### config.mk
export PLATFORM = sky130hd
export DESIGN_NAME = crc_ahb_top
export DESIGN_NICKNAME = d
export VERILOG_FILES = /design/src/logic/ahb_bus_pkg.sv /design/src/logic/crc_core_pkg.sv /design/src/logic/host_interface.sv /design/src/logic/crc_data_buffer.sv /design/src/logic/crc_datapath.sv /design/src/logic/crc_ahb_top.sv
export VERILOG_INCLUDE_DIRS = /design/src /design/src/logic
export SDC_FILE = /design/constraint.sdc
export NUM_CORES = 1
export LEC_CHECK = 0
export BUFFER_PORTS_ARGS = -buffer_cell sky130_fd_sc_hd__buf_2
export CAP_MARGIN = 20
export CORE_MARGIN = 4
export CORE_UTILIZATION = 55
export DETAILED_ROUTE_END_ITERATION = 8
export PLACE_DENSITY = 0.73
export REMOVE_ABC_BUFFERS = 1
export SYNTH_ARGS = -nofsm -noshare
export SYNTH_HDL_FRONTEND = slang
export SYNTH_SLANG_ARGS = --single-unit
### constraint.sdc
create_clock -name HCLK -period 12.05 [get_ports HCLK]
set_input_delay 0.6025 -clock HCLK [delete_from_list [all_inputs] [get_ports HCLK]]
set_output_delay 0.6025 -clock HCLK [all_outputs]
set_load 0.005 [all_outputs]
### src/logic/crc_defines.svh
`ifndef CRC_DEFINES_SVH
`define CRC_DEFINES_SVH

//////////////////////////////////////////////////
// Data buffer sizing
//////////////////////////////////////////////////

// Beats held between the bus side and the datapath
`define CRC_BUFFER_DEPTH 4

//////////////////////////////////////////////////
// Register map, offsets decoded from HADDR[4:2]
//////////////////////////////////////////////////

// Data in on write, finished CRC on read
`define CRC_ADDR_DR   3'd0
// 8-bit scratch register
`define CRC_ADDR_IDR  3'd1
// Control, fields at bits 7:3, reset-chain strobe at bit 0
`define CRC_ADDR_CR   3'd2
`define CRC_ADDR_INIT 3'd4
`define CRC_ADDR_POL  3'd5

// Control fields after reset: 32-bit poly, no reversal
`define CRC_CR_RESET  5'h00

`endif

### src/logic/ahb_bus_pkg.sv
package ahb_bus_pkg;

	//////////////////////////////////////////////////
	// AHB-Lite encodings
	//////////////////////////////////////////////////

	// HTRANS values
	// Only NONSEQ starts a transfer here, BUSY and SEQ are ignored
	typedef enum logic [1:0]
	{
		IDLE   = 2'b00,
		BUSY   = 2'b01,
		NONSEQ = 2'b10,
		SEQ    = 2'b11
	} htrans_e;

	// HRESP values
	// The slave never answers with ERROR
	typedef enum logic
	{
		OKAY  = 1'b0,
		ERROR = 1'b1
	} hresp_e;

	//////////////////////////////////////////////////
	// Address phase as held through the data phase
	//////////////////////////////////////////////////

	typedef struct packed
	{
		logic [2:0] offset;   // HADDR[4:2]
		logic [2:0] size;     // HSIZE
		htrans_e    trans;
		logic       write;
		logic       sel;
	} ahb_addr_phase_t;

endpackage

### src/logic/crc_core_pkg.sv
package crc_core_pkg;

	// Polynomial width selected in CR[4:3]
	typedef enum logic [1:0]
	{
		POLY_32 = 2'b00,
		POLY_16 = 2'b01,
		POLY_8  = 2'b10,
		POLY_7  = 2'b11
	} poly_size_e;

	// Input bit reversal selected in CR[6:5]
	typedef enum logic [1:0]
	{
		REV_NONE = 2'b00,
		REV_BYTE = 2'b01,
		REV_HALF = 2'b10,
		REV_WORD = 2'b11
	} rev_in_e;

	// Beat width, low bits of HSIZE
	typedef enum logic [1:0]
	{
		BEAT_BYTE = 2'b00,
		BEAT_HALF = 2'b01,
		BEAT_WORD = 2'b10
	} beat_size_e;

	// Field order matches CR bits 7:3
	typedef struct packed
	{
		logic       rev_out;
		rev_in_e    rev_in;
		poly_size_e poly_size;
	} crc_cfg_t;

	// One data register write
	typedef struct packed
	{
		logic [31:0] data;
		beat_size_e  size;
	} crc_beat_t;

	// Register writes towards the datapath
	typedef struct packed
	{
		logic        init_en;
		logic        idr_en;
		logic        pol_en;
		logic        reset_chain;
		logic [31:0] data;
	} crc_wr_t;

	// Read-back values from the datapath
	typedef struct packed
	{
		logic [31:0] crc;
		logic [31:0] init;
		logic [31:0] pol;
		logic [7:0]  idr;
	} crc_rd_t;

endpackage

### src/logic/host_interface.sv
`include "crc_defines.svh"

module host_interface import ahb_bus_pkg::*, crc_core_pkg::*;
(
	input  logic        HCLK,
	input  logic        HRESETn,
	input  logic        HSEL,
	input  logic [31:0] HADDR,
	input  htrans_e     HTRANS,
	input  logic        HWRITE,
	input  logic [2:0]  HSIZE,
	input  logic [31:0] HWDATA,
	input  logic        HREADY,
	input  logic        buffer_full,
	input  logic        buffer_empty,
	input  logic        crc_busy,
	input  crc_rd_t     crc_rd,
	output logic [31:0] HRDATA,
	output logic        HREADYOUT,
	output hresp_e      HRESP,
	output crc_beat_t   beat_in,
	output logic        buffer_write_en,
	output crc_wr_t     crc_wr,
	output crc_cfg_t    crc_cfg
);

// Address phase held for the data phase
ahb_addr_phase_t ap;
// Control register fields
crc_cfg_t cfg_q;

logic sample_bus;
logic xfer;
logic write_en;
logic read_en;
logic read_wait;
logic dr_sel;
logic idr_sel;
logic cr_sel;
logic init_sel;
logic pol_sel;
logic dr_write;
logic dr_read;
logic cfg_write;
logic cr_commit;
logic [31:0] cr_rd;

//////////////////////////////////////////////////
// Address phase pipeline
//////////////////////////////////////////////////

// New address phase only when the previous data phase ends
assign sample_bus = HREADY && HREADYOUT;

always_ff @(posedge HCLK)
begin
	if (!HRESETn)
	begin
		ap <= '0;
	end
	else if (sample_bus)
	begin
		ap.offset <= HADDR[4:2];
		ap.size   <= HSIZE;
		ap.trans  <= HTRANS;
		ap.write  <= HWRITE;
		ap.sel    <= HSEL;
	end
end

// Selected NONSEQ only
assign xfer     = ap.sel && (ap.trans == NONSEQ);
assign write_en = xfer && ap.write;
assign read_en  = xfer && !ap.write;

// Register decode
assign dr_sel   = (ap.offset == `CRC_ADDR_DR);
assign idr_sel  = (ap.offset == `CRC_ADDR_IDR);
assign cr_sel   = (ap.offset == `CRC_ADDR_CR);
assign init_sel = (ap.offset == `CRC_ADDR_INIT);
assign pol_sel  = (ap.offset == `CRC_ADDR_POL);

assign dr_write  = dr_sel && write_en;
assign dr_read   = dr_sel && read_en;
assign cfg_write = (init_sel || pol_sel || cr_sel) && write_en;

// Beats still queued or being folded in
assign read_wait = !buffer_empty || crc_busy;

//////////////////////////////////////////////////
// Wait states and write strobes
//////////////////////////////////////////////////

// Full buffer holds a DR write, pending work holds DR reads and config writes
assign HREADYOUT = !((dr_write && buffer_full) || ((dr_read || cfg_write) && read_wait));
assign HRESP     = OKAY;

// Write data comes straight from the data phase
assign beat_in.data    = HWDATA;
assign beat_in.size    = beat_size_e'(ap.size[1:0]);
assign buffer_write_en = dr_write && !buffer_full;

// Strobes fire only on the cycle the data phase completes
assign cr_commit = cr_sel && write_en && !read_wait;

always_comb
begin
	crc_wr.init_en     = init_sel && write_en && !read_wait;
	crc_wr.pol_en      = pol_sel && write_en && !read_wait;
	crc_wr.idr_en      = idr_sel && write_en;
	// Bit 0 self clears, it is never stored
	crc_wr.reset_chain = cr_commit && HWDATA[0];
	crc_wr.data        = HWDATA;
end

// Control register
always_ff @(posedge HCLK)
begin
	if (!HRESETn)
	begin
		cfg_q <= crc_cfg_t'(`CRC_CR_RESET);
	end
	else if (cr_commit)
	begin
		cfg_q <= crc_cfg_t'(HWDATA[7:3]);
	end
end

assign crc_cfg = cfg_q;

//////////////////////////////////////////////////
// Read data
//////////////////////////////////////////////////

// Fields read back where they were written, reset bit reads zero
assign cr_rd = {24'h0, cfg_q, 3'h0};

always_comb
begin
	case (ap.offset)
		`CRC_ADDR_DR:   HRDATA = crc_rd.crc;
		`CRC_ADDR_IDR:  HRDATA = {24'h0, crc_rd.idr};
		`CRC_ADDR_CR:   HRDATA = cr_rd;
		`CRC_ADDR_INIT: HRDATA = crc_rd.init;
		`CRC_ADDR_POL:  HRDATA = crc_rd.pol;
		default:        HRDATA = '0;
	endcase
end

// Every strobe traces back to a selected NONSEQ write
a_strobe_needs_write: assert property (@(posedge HCLK) disable iff (!HRESETn)
	(buffer_write_en || crc_wr.init_en || crc_wr.idr_en || crc_wr.pol_en || crc_wr.reset_chain)
	|-> (ap.sel && ap.write && (ap.trans == NONSEQ)));

// Stalled DR read ends once the buffer and datapath drain
a_dr_read_stall: assert property (@(posedge HCLK) disable iff (!HRESETn)
	(dr_read && !HREADYOUT) |-> ##[0:40] HREADYOUT);

endmodule

### src/logic/crc_data_buffer.sv
`include "crc_defines.svh"

module crc_data_buffer import crc_core_pkg::*;
(
	input  logic      HCLK,
	input  logic      HRESETn,
	input  crc_beat_t beat_in,
	input  logic      buffer_write_en,
	input  logic      beat_ack,
	output logic      buffer_full,
	output logic      buffer_empty,
	output crc_beat_t beat_out,
	output logic      beat_req
);

localparam int DEPTH = `CRC_BUFFER_DEPTH;
localparam int PTR_W = (DEPTH > 1) ? $clog2(DEPTH) : 1;
localparam int CNT_W = $clog2(DEPTH + 1);

crc_beat_t mem [DEPTH];
logic [PTR_W-1:0] wr_ptr;
logic [PTR_W-1:0] rd_ptr;
logic [CNT_W-1:0] count;
logic pop;

// Circular pointer step
function automatic logic [PTR_W-1:0] ptr_next(input logic [PTR_W-1:0] p);
	return (p == PTR_W'(DEPTH - 1)) ? '0 : p + 1'b1;
endfunction

// Beat leaves when the datapath acknowledges it
assign pop = beat_req && beat_ack;

assign buffer_full  = (count == CNT_W'(DEPTH));
assign buffer_empty = (count == '0);
// Head entry, rd_ptr holds still while req is up
assign beat_out     = mem[rd_ptr];

// Storage
always_ff @(posedge HCLK)
begin
	if (buffer_write_en)
	begin
		mem[wr_ptr] <= beat_in;
	end
end

//////////////////////////////////////////////////
// Pointers, occupancy and req/ack sequencer
//////////////////////////////////////////////////

always_ff @(posedge HCLK)
begin
	if (!HRESETn)
	begin
		wr_ptr   <= '0;
		rd_ptr   <= '0;
		count    <= '0;
		beat_req <= 1'b0;
	end
	else
	begin
		if (buffer_write_en)
		begin
			wr_ptr <= ptr_next(wr_ptr);
		end
		if (pop)
		begin
			rd_ptr <= ptr_next(rd_ptr);
		end
		case ({buffer_write_en, pop})
			2'b10:   count <= count + 1'b1;
			2'b01:   count <= count - 1'b1;
			default: count <= count;
		endcase
		// Drop on ack, raise again only once ack has fallen
		if (pop)
		begin
			beat_req <= 1'b0;
		end
		else if (!beat_req && !beat_ack && !buffer_empty)
		begin
			beat_req <= 1'b1;
		end
	end
end

// Host side must hold off while full
a_no_write_full: assert property (@(posedge HCLK) disable iff (!HRESETn)
	buffer_write_en |-> !buffer_full);

// Offered beat holds until it is taken
a_beat_stable: assert property (@(posedge HCLK) disable iff (!HRESETn)
	(beat_req && $past(beat_req)) |-> $stable(beat_out));

endmodule

### src/logic/crc_datapath.sv
module crc_datapath import crc_core_pkg::*;
(
	input  logic      HCLK,
	input  logic      HRESETn,
	input  crc_beat_t beat_out,
	input  logic      beat_req,
	input  crc_wr_t   crc_wr,
	input  crc_cfg_t  crc_cfg,
	output logic      beat_ack,
	output logic      crc_busy,
	output crc_rd_t   crc_rd
);

// Ethernet polynomial after reset
localparam logic [31:0] POL_RESET = 32'h04C1_1DB7;

logic [31:0] pol_q;
logic [31:0] init_q;
logic [31:0] crc_q;
logic [7:0]  idr_q;
// Beat bytes, next one at the top
logic [31:0] shift_q;
logic [2:0]  bytes_left;
logic [2:0]  beat_bytes;
logic [5:0]  width;
logic [5:0]  shift_amt;
logic [31:0] width_mask;
logic [31:0] word_rev;
logic [31:0] data_rev;
logic [31:0] data_aligned;
logic [31:0] crc_next;
logic [31:0] crc_masked;
logic capture;

function automatic logic [31:0] bit_reverse(input logic [31:0] v);
	logic [31:0] r;
	for (int i = 0; i < 32; i++)
	begin
		r[i] = v[31 - i];
	end
	return r;
endfunction

// One byte, MSB first, CRC left aligned in 32 bits
function automatic logic [31:0] crc_byte_step(input logic [31:0] crc, input logic [7:0] din,
	input logic [31:0] poly, input logic [5:0] shift);
	logic [31:0] acc;
	logic [31:0] pol_al;
	acc    = (crc << shift) ^ {din, 24'h0};
	pol_al = poly << shift;
	for (int i = 0; i < 8; i++)
	begin
		acc = acc[31] ? ((acc << 1) ^ pol_al) : (acc << 1);
	end
	return acc >> shift;
endfunction

//////////////////////////////////////////////////
// Width and input shaping
//////////////////////////////////////////////////

always_comb
begin
	case (crc_cfg.poly_size)
		POLY_16: width = 6'd16;
		POLY_8:  width = 6'd8;
		POLY_7:  width = 6'd7;
		default: width = 6'd32;
	endcase
end

assign shift_amt  = 6'd32 - width;
assign width_mask = 32'hFFFF_FFFF >> shift_amt;

// Byte and halfword reversal are swaps of the full word reversal
always_comb
begin
	word_rev = bit_reverse(beat_out.data);
	case (crc_cfg.rev_in)
		REV_BYTE: data_rev = {word_rev[7:0], word_rev[15:8], word_rev[23:16], word_rev[31:24]};
		REV_HALF: data_rev = {word_rev[15:0], word_rev[31:16]};
		REV_WORD: data_rev = word_rev;
		default:  data_rev = beat_out.data;
	endcase
end

// Low bytes of a short beat moved to the top
always_comb
begin
	case (beat_out.size)
		BEAT_BYTE:
		begin
			data_aligned = {data_rev[7:0], 24'h0};
			beat_bytes   = 3'd1;
		end
		BEAT_HALF:
		begin
			data_aligned = {data_rev[15:0], 16'h0};
			beat_bytes   = 3'd2;
		end
		default:
		begin
			data_aligned = data_rev;
			beat_bytes   = 3'd4;
		end
	endcase
end

//////////////////////////////////////////////////
// Handshake and byte sequencing
//////////////////////////////////////////////////

// Take a new beat only when idle and the last ack has fallen
assign capture = beat_req && !beat_ack && !crc_busy;

always_ff @(posedge HCLK)
begin
	if (!HRESETn)
	begin
		beat_ack   <= 1'b0;
		crc_busy   <= 1'b0;
		bytes_left <= '0;
	end
	else if (capture)
	begin
		beat_ack   <= 1'b1;
		crc_busy   <= 1'b1;
		bytes_left <= beat_bytes;
	end
	else
	begin
		// Ack falls once req has
		if (beat_ack && !beat_req)
		begin
			beat_ack <= 1'b0;
		end
		if (crc_busy)
		begin
			bytes_left <= bytes_left - 1'b1;
			crc_busy   <= (bytes_left != 3'd1);
		end
	end
end

always_ff @(posedge HCLK)
begin
	if (capture)
	begin
		shift_q <= data_aligned;
	end
	else if (crc_busy)
	begin
		shift_q <= shift_q << 8;
	end
end

assign crc_next = crc_byte_step(crc_q, shift_q[31:24], pol_q, shift_amt);

// CRC and programmable registers
always_ff @(posedge HCLK)
begin
	if (!HRESETn)
	begin
		crc_q  <= '1;
		init_q <= '1;
		pol_q  <= POL_RESET;
		idr_q  <= '0;
	end
	else
	begin
		if (crc_wr.reset_chain)
		begin
			crc_q <= init_q;
		end
		else if (crc_busy)
		begin
			crc_q <= crc_next;
		end
		if (crc_wr.init_en)
		begin
			init_q <= crc_wr.data;
		end
		if (crc_wr.pol_en)
		begin
			pol_q <= crc_wr.data;
		end
		if (crc_wr.idr_en)
		begin
			idr_q <= crc_wr.data[7:0];
		end
	end
end

// Result trimmed to width, optionally mirrored within it
assign crc_masked = crc_q & width_mask;

always_comb
begin
	crc_rd.crc  = crc_cfg.rev_out ? (bit_reverse(crc_masked) >> shift_amt) : crc_masked;
	crc_rd.init = init_q;
	crc_rd.pol  = pol_q;
	crc_rd.idr  = idr_q;
end

// Four-phase order, req only drops while ack is still up
a_ack_after_req: assert property (@(posedge HCLK) disable iff (!HRESETn)
	$fell(beat_req) |-> beat_ack);

// Host stalls config writes until the datapath is idle
a_no_cfg_busy: assert property (@(posedge HCLK) disable iff (!HRESETn)
	(crc_wr.init_en || crc_wr.pol_en || crc_wr.reset_chain) |-> !crc_busy);

endmodule

### src/logic/crc_ahb_top.sv
module crc_ahb_top import ahb_bus_pkg::*, crc_core_pkg::*;
(
	input  logic        HCLK,
	input  logic        HRESETn,
	input  logic        HSEL,
	input  logic [31:0] HADDR,
	input  htrans_e     HTRANS,
	input  logic        HWRITE,
	input  logic [2:0]  HSIZE,
	input  logic [31:0] HWDATA,
	input  logic        HREADY,
	output logic [31:0] HRDATA,
	output logic        HREADYOUT,
	output hresp_e      HRESP
);

// Host to buffer
crc_beat_t beat_in;
logic buffer_write_en;
logic buffer_full;
logic buffer_empty;
// Buffer to datapath, four-phase
crc_beat_t beat_out;
logic beat_req;
logic beat_ack;
// Datapath status and registers
logic crc_busy;
crc_wr_t crc_wr;
crc_rd_t crc_rd;
crc_cfg_t crc_cfg;

host_interface u_host (.HCLK(HCLK), .HRESETn(HRESETn), .HSEL(HSEL), .HADDR(HADDR),
	.HTRANS(HTRANS), .HWRITE(HWRITE), .HSIZE(HSIZE), .HWDATA(HWDATA), .HREADY(HREADY),
	.buffer_full(buffer_full), .buffer_empty(buffer_empty), .crc_busy(crc_busy),
	.crc_rd(crc_rd), .HRDATA(HRDATA), .HREADYOUT(HREADYOUT), .HRESP(HRESP),
	.beat_in(beat_in), .buffer_write_en(buffer_write_en), .crc_wr(crc_wr), .crc_cfg(crc_cfg));

crc_data_buffer u_buffer (.HCLK(HCLK), .HRESETn(HRESETn), .beat_in(beat_in),
	.buffer_write_en(buffer_write_en), .beat_ack(beat_ack), .buffer_full(buffer_full),
	.buffer_empty(buffer_empty), .beat_out(beat_out), .beat_req(beat_req));

crc_datapath u_datapath (.HCLK(HCLK), .HRESETn(HRESETn), .beat_out(beat_out),
	.beat_req(beat_req), .crc_wr(crc_wr), .crc_cfg(crc_cfg), .beat_ack(beat_ack),
	.crc_busy(crc_busy), .crc_rd(crc_rd));

endmodule

==> flow_metrics.env <==
export IMPL_outcome="completed"
export IMPL_avgSynthCellArea_um2=9.80
export IMPL_seq_area_frac_synth_pct=40.5
export IMPL_yosys_area_share_simple_pct=16.8
export IMPL_grt_pass1_wl_um=87100
export IMPL_cts_tree="yes"
export IMPL_crit_fanout=30
export IMPL_grt_pass1_vias=14400
export IMPL_ys_ff_latch=301
export IMPL_postCtsHoldBufs=0
export IMPL_die_x_um=194
export IMPL_hold_violations=0
export IMPL_cts_resized=0
export IMPL_grt_max_degree=98
export IMPL_fin_crit_ps=6680
export IMPL_irDropWorstVdd_mv=0.121
export IMPL_power_density_nw_per_um2=109
export IMPL_fin_cells=2398
export IMPL_pre_cts_ws_ps=5520
export IMPL_wl_per_cell_um=23.6
export IMPL_die_h_um=194
export IMPL_tightest_slew_ps=1110
export IMPL_end_kind="flip-flop"
export IMPL_cts_inserted_buffers=31
export IMPL_drc=0
export IMPL_clkSlewWorstSetupHoldPaths_ps=70
export IMPL_final_nets=2008
export IMPL_syn2layout_area_growth_pct=8.77
export IMPL_whs_ps=286
export IMPL_synth_edf_count=168
export IMPL_cap_viol_max_count=0
export IMPL_route_vias_total=15400
export IMPL_track_usage_pct=29.0
export IMPL_setup_viol=0
export IMPL_required_ps=12430
export IMPL_cp_start_kind="flip-flop"
export IMPL_h_tree_depth=1
export IMPL_yosys_warnings=0
export IMPL_drv_slew=0
export IMPL_start_util_pct=56.3
export IMPL_synthFlopType="edfxtp_1"
export IMPL_hp_class="input port to flip-flop"
export IMPL_ys_types=91
export IMPL_synthMuxAreaShare_pct=14.8
export IMPL_gp_congestion=1.03
export IMPL_io_pins=108
export IMPL_synth_cells=1940
export IMPL_rows=67
export IMPL_place_hpwl_um=38600
export IMPL_synth_xor_area_share_pct=11.8
export IMPL_p_leak_nw=7.29
export IMPL_via_per_inst=6.41
export IMPL_cts_setup_buffers=0
export IMPL_max_slew_margin_rel_pct=25.9
export IMPL_synth_top_family_by_area="simple AND/OR/NAND/NOR gates"
export IMPL_routed_wl_um=56600
export IMPL_io_buffer_count=76
export IMPL_core_area_um2=33800
export IMPL_root_buffer="clkbuf_16"
export IMPL_synth_area_um2=19000
export IMPL_num_antenna_cells=0
export IMPL_synthAdderAreaFrac_pct=0.632
export IMPL_post_route_period_util_pct=55.4
export IMPL_clock_skew_final_ps=25.1
export IMPL_first_iter_violations=1915
export IMPL_clock_latency_ps=570
export IMPL_fin_util_pct=61.2
export IMPL_crit_type="flip-flop to flip-flop"
export IMPL_grt_antenna_before_repair=0
export IMPL_cp_arrival_ps=7060
export IMPL_final_layout_size_suffix_gt1_share_pct=16.1
export IMPL_rsz0062_at_grt="no"
export IMPL_overflow=0
export IMPL_synth_compound_area_share_pct=11.3
export IMPL_die_area_um2=37600
export IMPL_cts_sinks=301
export IMPL_max_freq_mhz=150
export IMPL_drt_pass1_iterations=5
export IMPL_dp_cells=2339
export IMPL_setup_ws_ps=5370
export IMPL_fin_setup_tns_ps=0
export IMPL_ys_async_sr_fraction_pct=0
export IMPL_clk_path_buf_depth=3
export IMPL_ant_nets=0
[logic make-up after synthesis]
family | after synthesis
mux | 179
other cells | 1
buf+inv | 182
flops | 301
simple gates | 720
compound gates | 312
fa+ha+maj | 9
xor+xnor | 236
[cell type report]
cell class	count	area (µm²)
fillers	2732	13100
multi-input cells	1457	10500
flip-flops and latches	301	7710
clock buffers	33	803
repair buffers	117	691
well taps	448	561
clock inverters	25	319
inverters	17	63.8
[per-stage QoR]
step / power, mW / instance area [µm²]
6_report: 2.26 / 20700
5_1_grt: 2.32 / 20700
4_1_cts: 2.27 / 20700
3_5_place_dp: 1.24 / 19500
3_3_place_gp: 1.24 / 19500
2_1_floorplan: 1.18 / 18300
[metal layers]
metal  up-vias  wire, µm  global-route usage (%)  part of all wire [%]
li1       6894         -                       -                     -
met1      7439     23000                    41.4                    41
met2       900     25500                    45.6                    45
met3       134      5880                    5.39                    10
met4         0      2280                    8.98                   4.0
met5         -         0                       0                     0
[placed cells by master, fill, tap and decap left out, types with 15 or more instances in the layout]
| cell | netlist | layout |
|---|---|---|
| o21ai_0 | 53 | 53 |
| and3_1 | 28 | 28 |
| a22oi_1 | 28 | 28 |
| edfxtp_1 | 168 | 168 |
| buf_4 | 8 | 42 |
| nor2_1 | 129 | 128 |
| nand3_1 | 82 | 82 |
| mux2i_1 | 86 | 86 |
| mux4_2 | 79 | 79 |
| dfxtp_1 | 133 | 127 |
| a21boi_0 | 22 | 22 |
| o221ai_1 | 18 | 18 |
| inv_1 | 16 | 16 |
| xnor2_1 | 193 | 193 |
| and2_1 | 15 | 15 |
| nor2b_1 | 30 | 30 |
| buf_2 | 23 | 75 |
| clkbuf_16 | 0 | 31 |
| a21oi_1 | 68 | 68 |
| xor2_1 | 27 | 26 |
| nand2_1 | 381 | 381 |
[power by group]
| part | switching, mW | internal, mW |
|---|---|---|
| Sequential | 0.00399 | 1.08 |
| Clock | 0.420 | 0.618 |
| Combinational | 0.0852 | 0.0514 |
[final timing paths]
path | endpoint | cells after the start | slack (ps) | from
setup / recovery | u_datapath.crc_q[18] | 17 | 5370 | u_host.crc_cfg[0]
hold / removal | u_host.ap[7] | 3 | 290 | HADDR[2]
setup reg to reg | u_datapath.crc_q[18] | 17 | 5370 | u_host.crc_cfg[0]
hold reg to reg | u_buffer.beat_req | 1 | 450 | u_datapath.beat_ack
[worst max-delay path: stages (launching register included)]
cell,delay (ps)
dfxtp_2,670
buf_4,520
mux4_2,700
xor2_1,490
o21ai_1,190
o211ai_1,210
o32ai_1,120
or4_1,560
or2_4,310
nor4_4,360
or2_1,340
buf_4,360
nand2_1,110
xnor2_1,210
xor3_1,410
and2_1,250
a221oi_2,470
o221ai_1,190
[synth_stat cells, drive strengths merged, types with 60 or more instances]
| master | number | share of area (%) |
|---|---|---|
| mux4 | 80 | 9.5 |
| o21ai | 60 | 1.6 |
| buf | 60 | 1.7 |
| clkbuf | 105 | 2.1 |
| nor2 | 132 | 2.7 |
| edfxtp | 168 | 27 |
| xnor2 | 203 | 9.9 |
| mux2i | 87 | 4.6 |
| a21oi | 70 | 1.9 |
| dfxtp | 133 | 14 |
| nand3 | 82 | 2.2 |
| nand2 | 383 | 7.6 |
[state kept, by name, indices dropped and copies added, names as in the netlist, named ones only]
| register | count |
|---|---|
| u_datapath.shift_q | 32 |
| u_buffer.wr_ptr | 2 |
| u_datapath.init_q | 32 |
| u_host.ap | 7 |
| u_datapath.idr_q | 8 |
| u_host.beat_in | 2 |
| u_datapath.pol_q | 32 |
| u_buffer.rd_ptr | 2 |
| u_host.crc_cfg | 5 |
| u_datapath.beat_ack | 1 |
| u_buffer.count | 3 |
| u_datapath.bytes_left | 3 |
| u_buffer.mem | 136 |
| u_datapath.crc_busy | 1 |
| u_datapath.crc_q | 32 |
| u_buffer.beat_req | 1 |
Power figures use the tool's default switching activity.
